[config.mk]
export PLATFORM = sky130hd
export DESIGN_NAME = scanoutReader
export DESIGN_NICKNAME = d
export VERILOG_FILES = /design/src/rtl/frameBufferPkg.sv /design/src/rtl/scanoutReader.sv
export VERILOG_INCLUDE_DIRS = /design/src /design/src/rtl
export SDC_FILE = /design/constraint.sdc
export NUM_CORES = 1
export LEC_CHECK = 0
export ABC_AREA = 0
export BUFFER_PORTS_ARGS = -buffer_cell sky130_fd_sc_hd__buf_2
export CORE_ASPECT_RATIO = 0.5
export CORE_MARGIN = 1.5
export CORE_UTILIZATION = 30
export DETAILED_ROUTE_END_ITERATION = 8
export GPL_TIMING_DRIVEN = 0
export PLACE_DENSITY = 0.52
export SLEW_MARGIN = 20
export SYNTH_ARGS = -nofsm -noshare
export SYNTH_HDL_FRONTEND = slang
export SYNTH_SLANG_ARGS = --single-unit
[constraint.sdc]
create_clock -name clk -period 1.6 [get_ports clk]
set_input_delay 0.32 -clock clk [delete_from_list [all_inputs] [get_ports clk]]
set_output_delay 0.32 -clock clk [all_outputs]
set_load 0.01 [all_outputs]
[src/rtl/frameBuffer_consts.svh]
`ifndef FRAME_BUFFER_CONSTS_SVH
`define FRAME_BUFFER_CONSTS_SVH

// SRAM geometry
`define SRAM_ADDRESS_WIDTH 6
`define SRAM_DATA_WIDTH 16

// Frame geometry, product must fill the address space
`define FRAME_WIDTH 16
`define FRAME_HEIGHT 4

// Wide enough for a full-frame fill of 64 words
`define FILL_LENGTH_WIDTH 7

`endif
[src/rtl/frameBufferPkg.sv]
`include "frameBuffer_consts.svh"

package frameBufferPkg;

    // Word address into the SRAM
    typedef logic [`SRAM_ADDRESS_WIDTH-1:0] SramAddress_t;

    // One SRAM word, also one pixel color
    typedef logic [`SRAM_DATA_WIDTH-1:0] SramData_t;

    // Word count of one fill command
    typedef logic [`FILL_LENGTH_WIDTH-1:0] FillLength_t;

    typedef enum logic [1:0] {
        STATE_INIT,
        STATE_READ_SLOT,
        STATE_WRITE_SLOT
    } SramControllerState_t;

endpackage

[src/rtl/scanoutReader.sv]
`include "frameBuffer_consts.svh"

module scanoutReader import frameBufferPkg::*; (
    input  logic         clk,
    input  logic         rst,
    // Read slot from the controller
    input  logic         readDone,
    input  SramData_t    readData,
    output SramAddress_t readAddress,
    // Pixel stream
    output SramData_t    pixel,
    output logic         pixelValid,
    output logic         frameStart
);

    SramAddress_t lastAddress;
    logic atFrameEnd;

    // Final raster position of a frame
    assign lastAddress = SramAddress_t'(`FRAME_WIDTH * `FRAME_HEIGHT - 1);
    assign atFrameEnd  = (readAddress == lastAddress);

    // Raster address, steps once per read slot
    always_ff @(posedge clk or posedge rst) begin
        if (rst) begin
            readAddress <= '0;
        end else if (readDone) begin
            if (atFrameEnd) begin
                readAddress <= '0;
            end else begin
                readAddress <= readAddress + SramAddress_t'(1);
            end
        end
    end

    // Strobes trail readDone by one cycle
    always_ff @(posedge clk or posedge rst) begin
        if (rst) begin
            pixelValid <= 1'b0;
            frameStart <= 1'b0;
        end else begin
            pixelValid <= readDone;
            frameStart <= readDone && (readAddress == '0);
        end
    end

    always_ff @(posedge clk) begin
        if (readDone) begin
            pixel <= readData;
        end
    end

endmodule

After elaboration in Yosys (flattened, before gate mapping)
Index checks and enable logic that the tools add are counted.

storage, ports and cells
  bits in registers = 24
  bits in latches = 0
  RAM bits = 0
  memory bits (read-only) = 0
  bits of input ports = 19
  output and inout port bits = 24
  logic and storage cells = 9
  memories = 0

cells by class
  add/subtract/negate cells = 1
  $mul = 0
  divide/modulo/power cells = 0
  magnitude comparators = 0
  eq/ne operators = 1
  shift operators = 0
  mux-type cells = 1
  bitwise gates (word level) = 0
  reduce and logical (&&, ||, !) cells = 2

operators with widths
  cell                   count
  $add A6 B1 Y6 const B  1
  $eq A6 B6 Y1 const B   1
  $logic_not A6 Y1       1
  $mux W6                1
  $logic_and A1 B1 Y1    1

Depth between registers and ports, before layout
  word-level depth = 2
  depth in mapped cells = 4
  mapped depth without buffers = 4

Worst setup path before layout
No wires, ideal clock.

  path type = register to register
  start = register readAddress[0]
  end = register readAddress[3]
  library setup time = 0.132 ns
  arrival = 1.009 ns
  required time = 1.468 ns
  path slack = 0.459 ns
  cell stages (with the launch flop) = 5
  buffers on the path = 0
  clock period less this slack = 1.141 ns
  cells stage by stage = dfrtp_1 > ha_1 > nand3_1 > o211ai_1 > o21ai_0

on the way
  longest elaborated chain between the ends = 2
  elaborated cells on any way between the ends = 3
  those cells by class = add/sub: 1; eq/ne: 1; mux: 1

RTL lines
  item                                                  line                                      RTL
  from (decl)                                           scanoutReader.sv:9                        output SramAddress_t readAddress,
  from (signal assigned)                                scanoutReader.sv:31                       readAddress <= readAddress + SramAddress_t'(1);
  $add A6 B1 Y6 / $eq A6 B6 Y1 (equally long branches)  scanoutReader.sv:31, scanoutReader.sv:21
  $mux W6 *                                             scanoutReader.sv:28                       if (atFrameEnd) begin

Mark *: on every way between the ends. The rest lies on a longest branch, timed or not.
A chain may end at the register's enable or synchronous reset.

==> metrics.txt <==
Chip Width 78.65 µm; post-synth top area share 55.98%; clk slew on worst S/H paths 0.08 ns; reg2reg start readAddress[0]; Placer Congestion 0.6381; fin crit share 81.41%; GR peak layer met2; syn_nets 72; Final #Nets 120; Setup violations, final 0; H-tree depth 1; IO Pins 43; Routed WL 1611 µm; # diodes 0; setup_tns 0 ns; WP data required 1.79 ns; Worst Setup EP readAddress[5]; Synth area leaders edfxtp_1 56%, dfrtp_1 23%, ha_1 2.9%; GR Util met2 19.83%; Vias 578; met3 GRT Util 3.333%; # clock sinks 24; R2R cell count 4; # port buffers 42; Synth Register Bits 24; Seq/Total Area, Yosys 79.30%; ratio of cells with drive above 1 in the final layout 50.00%; synthesized area 858.3 µm²; CP Max Fanout 18; height of the die 40.82 µm; grt ovf 0; Max Slew Vio Count 0; final hold violations 0; Rel. slew slack 75.14%; initial core utilization 32.37%; Worst R2R End readAddress[3]; row cnt 13; initial antenna violation count 0; die area 0.003210 mm²; hpwl dp 1209 µm; commonest non-fill, non-tap cell in the layout buf_2; Core ar. 0.002651 mm²; Pwr Density 1506 mW/mm²; Setup WS post-layout 0.2975 ns; GR Util All Layers 10.34%; CTS tree built; status finished clean; Netlist cell types 19; most frequent cells in the layout 43 x buf_2, 16 x edfxtp_1, 8 x dfrtp_1; Worst Hold Class input pin to register; Setup Buffers After CTS 0; Clock Skew 0.002127 ns; Tmin final 1.303 ns; area leader, netlist edfxtp_1; deepest clock path buffer count 2; Max Cap Viol 0; synth warn 0; # DRC 0; Crit path arrival time 1.49 ns; vias per cell 4.281; startpoint types input pin; P&R area growth vs syn 39.36%; Leakage 0.5475 nW; Hold WS 0.2237 ns; FILL cells 259; vias in the first global route 483; R2R Setup Slk 0.40 ns; Peak VDD IR 0.0006029 V; met1 Use GR 10.19%; Num CTS Buffers 3; critical path class input pin to register; RSZ-0062 raised after global routing false; Final Util 45.12%; Root Buffer clkbuf_8; CP endpoint kind register; first-pass GRT wire length 2221 µm; Post-Syn Instances 51; antenna viol nets, final 0; critical path startpoint readDone; largest net degree at the start of global routing 19; DR WL/cell 11.93 µm; DRT iter0 DRCs 4; pre-CTS WS 0.01016 ns; syn_area_per_cell 16.83 µm²; Slew @ Worst Pin 0.3729 ns; DR pass1 iterations 2; Peak Freq 767.7 MHz; clock latency on the worst-skew pair 0.26 ns
## timing repair
| action | in CTS | in global routing |
|---|---|---|
| resized for setup | 0 | 0 |
| endpoints found under the hold margin | 8 | 0 |
| hold buffers | 1 | 0 |
## metal layers
metal	share of wire (%)	up-vias	routed length, µm
li1	-	279	-
met1	38	282	616
met2	55	15	883
met3	5.2	2	83
met4	1.7	0	27
met5	0	-	0
## power breakdown
group	internal (mW)	switching, mW	leakage [nW]
sequential	0.775	0.122	0.253
clock	0.334	0.192	0.0357
combinational	0.181	0.197	0.259
total	1.29	0.511	0.548
## worst max-delay path, stage by stage
cell and delay, ns:
buf_2 0.32, buf_2 0.27, nand4_2 0.15, or3_1 0.36, o21ai_0 0.07
## synthesized netlist by cell type
library cell  instances
a21oi_1               1
a41o_2                1
and2_1                1
and3_1                1
buf_2                 1
dfrtp_1               8
edfxtp_1             16
ha_1                  2
inv_1                 4
mux2i_1               1
nand2_1               4
nand3_1               1
nand4_1               1
nand4_2               1
nor4b_1               1
o211ai_1              1
o21ai_0               3
or3_1                 1
xnor2_1               2
## through the flow
step	instances	cell area [µm²]	power (mW)
floorplan	51	858.3	1.107
global placement	130	1115	1.277
detailed placement	130	1115	1.291
CTS	135	1196	1.821
global route	135	1196	1.906
finish	135	1196	1.801
## final cells by class
type,instances,area [µm²],share of cell area [%]
buffer,1,5.005,0.4184
clock inverter,1,30.03,2.510
tap,37,46.29,3.870
timing repair buffer,43,220.2,18.41
clock buffer,3,41.29,3.452
multi-input combinational,22,157.7,13.18
sequential,24,680.7,56.90
inverter,4,15.01,1.255
## state kept, by name (all words and copies together), names as in the netlist
signal	cells
pixelValid	1
readAddress	6
pixel	16
frameStart	1
## cells by family (layout without fill, tap and decap cells)
logic type                 after synthesis  count (layout)  synth area share (%)
xor gates and xnor gates                 2               2                 2.041
AOI/OAI and AO/OA                        6               6                 4.518
buffers and inverters                    5              52                 2.331
muxes                                    1               1                 1.166
and+or+nand+nor                         11              11                 7.727
adders and majority gates                2               2                 2.915
DFF                                     24              24                 79.30
## worst min path at each step
stage | start | end | cells after the start
after floorplan | rst | frameStart | 1
after global placement | rst | pixelValid | 2
after detailed placement | rst | pixelValid | 2
after CTS | readData[9] | pixel[9] | 1
after global routing | readData[14] | pixel[14] | 1
final | readData[5] | pixel[5] | 1
Power figures use the tool's default switching activity.
