$ cat config.mk
export PLATFORM = sky130hd
export DESIGN_NAME = fillRenderer
export DESIGN_NICKNAME = d
export VERILOG_FILES = /design/src/rtl/frameBufferPkg.sv /design/src/rtl/fillRenderer.sv
export VERILOG_INCLUDE_DIRS = /design/src /design/src/rtl
export SDC_FILE = /design/constraint.sdc
export NUM_CORES = 1
export LEC_CHECK = 0
export ABC_AREA = 1
export BUFFER_PORTS_ARGS = -buffer_cell sky130_fd_sc_hd__buf_2
export CAP_MARGIN = 15
export CORE_ASPECT_RATIO = 0.75
export CORE_MARGIN = 2
export CORE_UTILIZATION = 47
export CTS_BUF_LIST = sky130_fd_sc_hd__clkbuf_8 sky130_fd_sc_hd__clkbuf_16
export DETAILED_ROUTE_END_ITERATION = 10
export HOLD_SLACK_MARGIN = 0.12
export MAX_ROUTING_LAYER = met4
export PLACE_DENSITY_LB_ADDON = 0.2
export SYNTH_ARGS = -nofsm -noshare
export SYNTH_HDL_FRONTEND = slang
export SYNTH_SLANG_ARGS = --single-unit
$ cat constraint.sdc
create_clock -name clk -period 2.2 [get_ports clk]
set_clock_uncertainty 0.1 [all_clocks]
set_input_delay 0.44 -clock clk [delete_from_list [all_inputs] [get_ports clk]]
set_output_delay 0.44 -clock clk [all_outputs]
set_load 0.02 [all_outputs]
$ cat src/rtl/frameBuffer_consts.svh
`ifndef FRAME_BUFFER_CONSTS_SVH
`define FRAME_BUFFER_CONSTS_SVH

// SRAM geometry
`define SRAM_ADDRESS_WIDTH 6
`define SRAM_DATA_WIDTH 16

// Frame geometry, product must fill the address space
`define FRAME_WIDTH 16
`define FRAME_HEIGHT 4

// Wide enough for a full-frame fill of 64 words
`define FILL_LENGTH_WIDTH 7

`endif
$ cat src/rtl/frameBufferPkg.sv
`include "frameBuffer_consts.svh"

package frameBufferPkg;

    // Word address into the SRAM
    typedef logic [`SRAM_ADDRESS_WIDTH-1:0] SramAddress_t;

    // One SRAM word, also one pixel color
    typedef logic [`SRAM_DATA_WIDTH-1:0] SramData_t;

    // Word count of one fill command
    typedef logic [`FILL_LENGTH_WIDTH-1:0] FillLength_t;

    typedef enum logic [1:0] {
        STATE_INIT,
        STATE_READ_SLOT,
        STATE_WRITE_SLOT
    } SramControllerState_t;

endpackage

$ cat src/rtl/fillRenderer.sv
module fillRenderer import frameBufferPkg::*; (
    input  logic         clk,
    input  logic         rst,
    // Four-phase command port
    input  logic         cmdReq,
    input  SramAddress_t cmdAddress,
    input  FillLength_t  cmdLength,
    input  SramData_t    cmdColor,
    output logic         cmdAck,
    // Write slot to the controller
    input  logic         writeDone,
    output SramAddress_t writeAddress,
    output SramData_t    writeData,
    output logic         writeEnable
);

    typedef enum logic [1:0] {
        STATE_IDLE,
        STATE_FILL,
        STATE_ACK
    } FillRendererState_t;

    FillRendererState_t currentState;
    FillLength_t remaining;

    logic startCmd;
    logic fillDone;

    assign startCmd = (currentState == STATE_IDLE) && cmdReq;
    assign fillDone = (currentState == STATE_FILL) && (remaining == '0);

    assign writeEnable = (currentState == STATE_FILL) && (remaining != '0);
    assign cmdAck      = (currentState == STATE_ACK);

    always_ff @(posedge clk or posedge rst) begin
        if (rst) begin
            currentState <= STATE_IDLE;
            remaining    <= '0;
        end else begin
            unique case (currentState)
                STATE_IDLE: begin
                    if (cmdReq) begin
                        remaining    <= cmdLength;
                        currentState <= STATE_FILL;
                    end
                end
                STATE_FILL: begin
                    // Zero length falls straight through to the ack
                    if (fillDone) begin
                        currentState <= STATE_ACK;
                    end else if (writeDone) begin
                        remaining <= remaining - FillLength_t'(1);
                    end
                end
                STATE_ACK: begin
                    // Wait for the host to drop its request
                    if (!cmdReq) begin
                        currentState <= STATE_IDLE;
                    end
                end
                default: begin
                    currentState <= STATE_IDLE;
                end
            endcase
        end
    end

    // Address wraps past the last word through the natural 6-bit overflow
    always_ff @(posedge clk) begin
        if (startCmd) begin
            writeAddress <= cmdAddress;
            writeData    <= cmdColor;
        end else if (writeEnable && writeDone) begin
            writeAddress <= writeAddress + SramAddress_t'(1);
        end
    end

endmodule

## Word-level counts from Yosys, hierarchy flattened

Index checks and enable logic that the tools add are counted.

| storage, ports and cells | value |
|---|---|
| bits of input ports | 33 |
| flip-flop bits (word level) | 31 |
| output and inout bits | 24 |

| cells by class | value |
|---|---|
| $add $sub $neg | 2 |
| equal/unequal tests | 7 |
| multiplexer cells | 10 |
| reductions and logical operators | 11 |

Operator list:

| operator | number |
|---|---|
| 7-bit 2-to-1 mux | 3 |
| 7-bit one-hot mux with 2 select lines | 1 |
| 6-bit 2-to-1 mux | 2 |
| 2-bit != test (second input constant) | 5 |
| 7-bit zero test | 1 |
| 7-bit nonzero test | 1 |
| 7-bit by 1-bit subtractor with 7-bit output (second input constant) | 1 |
| 6-bit by 1-bit adder with 6-bit output (second input constant) | 1 |
| 2-bit 2-to-1 mux | 3 |
| 2-bit one-hot mux with 3 select lines | 1 |
| 1-bit logical AND | 4 |
| 4-bit AND reduction | 1 |
| 2-bit nonzero test | 2 |
| 3-bit AND reduction | 1 |
| 2-bit by 1-bit equality test with 1-bit output (second input constant) | 1 |
| 2-bit equality test (second input constant) | 1 |
| 2-bit zero test | 1 |

## Logic depth before layout (Yosys ltp)

Gate-level depths: netlist of the first run.

| logic depth | value |
|---|---|
| depth in word-level cells | 5 |
| depth in mapped cells | 10 |
| mapped depth without buffers | 9 |

## Worst setup path after synthesis of the first run

No wires, ideal clock.

| path | value |
|---|---|
| path kind | register -> output |
| from | register remaining[0] |
| to | output port writeEnable |
| path slack | 0.595 ns |
| stages on the path, launching flop included | 8 |
| path buffers | 0 |
| arrival | 1.065 ns |
| required time | 1.660 ns |
| cells stage by stage | dfrtp_1 -> inv_1 -> ha_1 -> nand2_2 -> nor2_4 -> nand2_2 -> nand2_1 -> inv_1 |

| between the ends | value |
|---|---|
| longest elaborated chain between the ends | 2 |

Ends and longest elaborated chain:

| item | line | source |
|---|---|---|
| start, declared | fillRenderer.sv:24 | `FillLength_t remaining;` |
| start signal, assigned | fillRenderer.sv:43 | `remaining <= cmdLength;` |
| start signal, assigned | fillRenderer.sv:52 | `remaining <= remaining - FillLength_t'(1);` |
| 7-bit nonzero test | fillRenderer.sv:32 | `assign writeEnable = (currentState == STATE_FILL) && (remaining != '0);` |
| 1-bit logical AND | fillRenderer.sv:32 |  |
| end, declared | fillRenderer.sv:14 | `output logic writeEnable` |

No other way between the ends.

## Worst setup path after layout of the first run

Same ends and word-level chain as after synthesis.

==> results of run 1 <==
-- placed cells by master, fill, tap and decap left out, types with 2 or more instances in the layout --
cell      instances
buf_2            56
buf_4             2
clkbuf_8          5
dfrtp_1           9
edfxtp_1         22
inv_1            14
inv_2             4
nand2_1          35
nand2_2           6
nand3_1          12
nor2_1            8
nor2_4            2
o21ai_0           8
o21ai_2           5
xor2_1            2
-- what timing repair did --
item	4_1_cts	5_1_grt
endpoints found under the setup margin	0	1
endpoints found under the hold margin	9	0
gates resized for setup	0	1
hold buffers	1	0
-- worst min-delay path by stage --
stage | start | to | slack (ps)
after floorplan | rst | currentState[0] | 170
after global placement | rst | currentState[1] | 320
after detailed placement | rst | remaining[5] | 330
after CTS | cmdColor[11] | writeData[11] | 230
after global routing | cmdColor[13] | writeData[13] | 220
final | cmdColor[8] | writeData[8] | 230
-- cells by family (layout without fill, tap and decap cells) --
logic type / after synthesis / after routing / share of synthesized area, %
AO/OA/AOI/OAI: 14 / 14 / 6.452
adder cells (fa/ha/maj): 2 / 2 / 1.743
AND/OR/NAND/NOR: 69 / 69 / 22.93
buffers and inverters: 18 / 83 / 5.317
XOR/XNOR: 3 / 3 / 1.831
flip-flops: 31 / 31 / 61.73
-- synth_stat cells (4+ instances only) --
library cell   n  area (sq um)
dfrtp_1        9         225.2
edfxtp_1      22         660.6
nand2_1       35         131.4
nand3_1       12         60.06
inv_2          4         15.01
nand2_2        6         37.54
o21ai_0        8         40.04
o21ai_2        5         43.79
nor2_1         8         30.03
inv_1         12         45.04
-- stage by stage --
stage | worst slack [ps] | hold slack [ps] | utilization [%] | total power, mW
floorplan | 595.1 | 167.9 | - | 1.775
global placement | 458.8 | 321.4 | 60.02 | 2.008
detailed placement | 385.0 | 332.2 | 60.02 | 2.065
CTS | 85.73 | 228.4 | 63.13 | 2.480
global route | 35.12 | 224.5 | 63.21 | 2.653
finish | 131.8 | 232.4 | 63.21 | 2.461
-- power breakdown --
group          internal, mW  switching [mW]
logic                 0.370           0.688
registers             0.858           0.136
clock network         0.212           0.198
-- sequential cells by signal (all words and copies together), names as in the netlist --
name          cells
writeData        16
writeAddress      6
currentState      2
remaining         7
-- layout make-up --
type / instances / area [sq um]
Fill cell: 260 / 1080
Sequential cell: 31 / 885.9
Multi-Input combinational cell: 88 / 475.5
Timing Repair Buffer: 59 / 305.3
Clock buffer: 5 / 68.82
Inverter: 16 / 60.06
Tap cell: 38 / 47.55
Clock inverter: 3 / 12.51
-- layer usage --
layer  vias to the layer above  part of all wire [%]
li1                        575                     -
met1                       536                    42
met2                        40                    50
met3                         2                   7.4
met4                         0                  0.54
met5                         -                     0
==> results_dict.tcl, run 1 <==
set metrics [dict create \
    cts_buffers 5 \
    crit_path_end "writeEnable" \
    setup_tns_ps 0 \
    worstSkewPairLatency_ps 280 \
    synth_fp_nets 172 \
    use_met2_pct 30.23 \
    dieArea_sq_mm 0.003516 \
    tightest_slew_ps 425.9 \
    post-dp-hpwl_um 2269 \
    gr-max-usage-layer "met2" \
    fin_cells 240 \
    cp_slowest_stage_delay_ps 390 \
    ant_nets 0 \
    cp-startpoint "remaining[0]" \
    drt_iter0_markers 59 \
    yosysWarnings 0 \
    r2r_slack_ps 440 \
    rsz0062_at_grt "no" \
    path_max_fanout 4 \
    avgViaCountPerCell 4.804 \
    cp_num_buf_inv 3 \
    tritoncts "built" \
    power_density_mw_per_mm2 1327 \
    synth_cell_types 23 \
    r2r_start "remaining[0]" \
    met1_usage_pct 23.31 \
    clock-sinks 31 \
    synthCells 137 \
    critPathSlowestCell "dfrtp_1" \
    cp.depth 8 \
    required_ps 1660 \
    cts-htree-levels 2 \
    place_congestion 0.7811 \
    routed_wl_um 2949 \
    outcome "complete, no violations" \
    clock_path_buffers 2 \
    postCtsSetupRepairBufs 0 \
    nNetsFinal 236 \
    grt_max_degree 18 \
    min_path_cells 1 \
    grt_pass1_vias 1067 \
    synthToLayoutAreaGrowth_pct 29.29 \
    finalHoldViolCount 0 \
    postLayoutCellArea_sq_mm 0.001856 \
    dp_cells 231 \
    start_util_pct 48.89 \
    ys_seq_area_share_pct 61.73 \
    clk_pin_slew_ps 60 \
    slew_viol_final 0 \
    rows 17 \
    antenna_found_initial 0 \
    cp_top_family "flip-flops" \
    synth_top_flop_cell "edfxtp_1" \
    cap_violations 0 \
    ir_drop_mv 0.6008 \
    grtUsageMet3_pct 6.926 \
    max_slew_margin_pct 71.58 \
    grt_pass1_wl_um 4629 \
    final.period_utilization_pct 94.01 \
    fp.dieH_um 51.86 \
    gr-usage-all-layers_pct 19.04 \
    reg2reg_depth 9 \
    cp_cell_sequence "inv_1 -> ha_2 -> nand2_2 -> nor2_4 -> nand2_2 -> nand2_1 -> inv_1 -> buf_2" \
    setup_viol 0 \
    fin_crit_ps 2068 \
    endpoint_kind "primary output" \
    synth_area_sq_mm 0.001435 \
    ios 57 \
    n_antenna_cell 0 \
    vias 1153 \
    ys_ff_latch 31 \
    async_flop_share_pct 29.03 \
    critPathArrivalTime_ps 1530 \
    core_sq_mm 0.002935 \
    start_kind "flip-flop" \
    die_x_um 67.81 \
    drt-pass1-iter-count 4 \
    drive_above_1_share_pct 42.57 \
    postSynthAreaPerCell_sq_um 10.48 \
    synth_edf_count 22 \
    overflow 0 \
    critPathKind "reg2out" \
    portBuffers 56 \
    drc 0 \
    wl_per_cell_um 12.29 \
    root_buffer "clkbuf_8" \
    placed_area_sq_mm 0.001762 \
    p_leak_nw 0.8872 \
    r2r-end "remaining[0]" \
    min_path_type "in2reg" \
    max_freq_mhz 483.5 \
]
Power figures use the tool's default switching activity.
==> inputs of run 2 (changes only) <==
--- a/config.mk
+++ b/config.mk
@@ -6,17 +6,17 @@
 export SDC_FILE = /design/constraint.sdc
 export NUM_CORES = 1
 export LEC_CHECK = 0
-export ABC_AREA = 1
 export BUFFER_PORTS_ARGS = -buffer_cell sky130_fd_sc_hd__buf_2
 export CAP_MARGIN = 15
 export CORE_ASPECT_RATIO = 0.75
 export CORE_MARGIN = 2
-export CORE_UTILIZATION = 47
+export CORE_UTILIZATION = 46
 export CTS_BUF_LIST = sky130_fd_sc_hd__clkbuf_8 sky130_fd_sc_hd__clkbuf_16
 export DETAILED_ROUTE_END_ITERATION = 10
 export HOLD_SLACK_MARGIN = 0.12
 export MAX_ROUTING_LAYER = met4
 export PLACE_DENSITY_LB_ADDON = 0.2
+export SLEW_MARGIN = 20
 export SYNTH_ARGS = -nofsm -noshare
 export SYNTH_HDL_FRONTEND = slang
 export SYNTH_SLANG_ARGS = --single-unit
==> run 2 against run 1 <==
  * Power shrank 7.8%
  * Maximum frequency fell by 2.6%
  * Synthesized cell count decreased by 23%
  * Final area decreased by 2.5%
  * Final cell count shrank 13%
  * Combinational power decreased by 21%
  * Flip-flop and latch count did not move
  * Non-clock buffer count grew 2
  * Largest power group is now registers
==> results_dict.tcl, run 2 <==
set metrics [dict create \
    synthToLayoutAreaGrowth_pct 34.26 \
    rows 16 \
    drive_above_1_share_pct 44.19 \
    ir_drop_mv 0.6330 \
    cap_violations 0 \
    finalHoldViolCount 0 \
    post-dp-hpwl_um 2065 \
    power_density_mw_per_mm2 1255 \
    drt-pass1-iter-count 4 \
    antenna_found_initial 0 \
    root_buffer "clkbuf_8" \
    avgViaCountPerCell 5.043 \
    synth_area_sq_mm 0.001348 \
    fin_ws_ps 77.34 \
    wl_per_cell_um 13.52 \
    postSynthAreaPerCell_sq_um 12.71 \
    ant_nets 0 \
    outcome "complete, no violations" \
    fp.dieH_um 50.88 \
    overflow 0 \
    start_kind "flip-flop" \
    synth_simple_gate_area_share_pct 15.04 \
    synthCells 106 \
    portBuffers 56 \
    yosysTopAreaCellShare_pct 49.03 \
    synth_top_family_by_area "simple AND/OR/NAND/NOR gates" \
    vias 1049 \
    synthTopCellsByCount "edfxtp_1 (22), dfrtp_1 (9), nor2_1 (9)" \
    postCtsSetupRepairBufs 0 \
    tritoncts "built" \
    setup_viol 0 \
    die_x_um 66.50 \
    path_max_fanout 6 \
    tightest_slew_ps 481.2 \
    drc 0 \
    fill_cells 218 \
    routed_wl_um 2813 \
    slew_viol_final 0 \
    endpoint_kind "primary output" \
    synth_area_leaders "edfxtp_1 (49%), dfrtp_1 (17%), o21ai_0 (3.0%), nor2_1 (2.5%), ha_1 (1.9%)" \
    place_congestion 0.8853 \
    finalPower_mw 2.270 \
    gr-usage-all-layers_pct 18.52 \
    layout_common_cells "buf_2 (56), edfxtp_1 (22), nor2_1 (9), dfrtp_1 (9), o21ai_0 (8)" \
    worstSkewPairLatency_ps 270 \
    synth_compound_area_share_pct 11.61 \
    largest_reg_flops 16 \
    biggestRegsByFlops "writeData x16, remaining x7, writeAddress x6" \
    top_register "writeData" \
    r2r_start "remaining[0]" \
    required_ps 1660 \
    core_sq_mm 0.002703 \
    p_leak_nw 0.7726 \
    synth_top_area_cell "edfxtp_1" \
    synth_fa_ha_area_share_pct 1.857 \
    final.period_utilization_pct 96.48 \
    synth_most_common_cell "edfxtp_1" \
    synth_edf_count 22 \
    synth_mux_area_share_pct 0.8357 \
    async_flop_share_pct 29.03 \
    dieArea_sq_mm 0.003383 \
    grt_max_degree 30 \
    layout_commonest_cell "buf_2" \
    cp-startpoint "remaining[3]" \
    min_from "cmdColor[8]" \
    grt_pass1_vias 1014 \
    critPathArrivalTime_ps 1580 \
    clock-sinks 31 \
    synth_fp_nets 141 \
    max_freq_mhz 471.1 \
    min_path_type "in2reg" \
    yosysWarnings 0 \
    synth-xor-area-share_pct 2.600 \
    nNetsFinal 206 \
    cts_buffers 5 \
    critPathKind "reg2out" \
    drt_iter0_markers 61 \
    ys_ff_latch 31 \
    clk_pin_slew_ps 70 \
    fin_crit_ps 2123 \
    synth_top_flop_cell "edfxtp_1" \
    pre_cts_slack_ps 348.4 \
    max_slew_margin_pct 67.68 \
    grt_pass1_wl_um 4485 \
    start_util_pct 49.86 \
    synth_cell_types 35 \
    clock_path_buffers 2 \
    n_antenna_cell 0 \
    cts-htree-levels 2 \
    ys_seq_area_share_pct 65.74 \
    ios 57 \
]
run 2: changes by cell type after synthesis, sizes merged, moves of 3 or more:
cell   change
nand3     -10
inv       -11
nand2     -35
nor3       +3
nor4       +3
a21oi      +4
run 2: timing repair:
action | in CTS | in global routing
gates resized for setup | 0 | 2
hold buffers | 1 | 0
setup endpoints to repair | 0 | 1
endpoints found under the hold margin | 9 | 0
run 2: final timing paths:
check	to	slack (ps)	cells after the start
max in group asynchronous	remaining[6]	1170	3
max reg2reg	writeAddress[4]	360	6
min reg2reg	remaining[2]	430	2
min in group asynchronous	remaining[2]	560	3
max	writeEnable	80	4
min	writeData[8]	240	1
run 2: final cells by class:
cell class | instances | area [sq um] | share of cell area, %
clock buffers | 6 | 82.58 | 4.564
clock inverters | 2 | 8.758 | 0.4841
inverters | 5 | 18.77 | 1.037
multi-input cells | 67 | 447.9 | 24.76
flip-flops and latches | 31 | 885.9 | 48.96
well taps | 36 | 45.04 | 2.490
repair buffers | 61 | 320.3 | 17.70
run 2: stage by stage:
stage	hold slack, ps	setup TNS, ps	cell area [sq um]	utilization, %	cells
after floorplan	167.9	0	1348	-	106
final	240.1	0	1809	66.94	208
after global placement	321.8	0	1697	62.78	199
after CTS	235.3	0	1798	66.53	208
after global routing	230.2	-22.01	1809	66.94	208
after detailed placement	324.7	0	1697	62.78	199
run 2: routing by layer:
layer | part of all wire [%] | global-route usage [%]
met1 | 44 | 23.49
met2 | 48 | 29.83
met3 | 6.8 | 5.947
met4 | 0.25 | 3.401
met5 | 0 | -
run 2: cell families after synthesis:
logic type,Yosys count
compound gates,25
mux,1
simple gates,35
fa+ha+maj,2
flops,31
buf+inv,8
xor+xnor,4
run 2: worst max-delay path: stages (launching register included):
cell	delay, ps
dfrtp_1	430
or3_4	450
nor3_4	200
nor2_1	70
buf_2	160
run 2: where the power goes:
| part | switching, mW | total (mW) | internal, mW | leakage (nW) |
|---|---|---|---|---|
| logic | 0.493 | 0.838 | 0.345 | 0.410 |
| clock network | 0.198 | 0.445 | 0.247 | 0.0524 |
| registers | 0.143 | 0.988 | 0.845 | 0.310 |
| total | 0.834 | 2.27 | 1.44 | 0.773 |
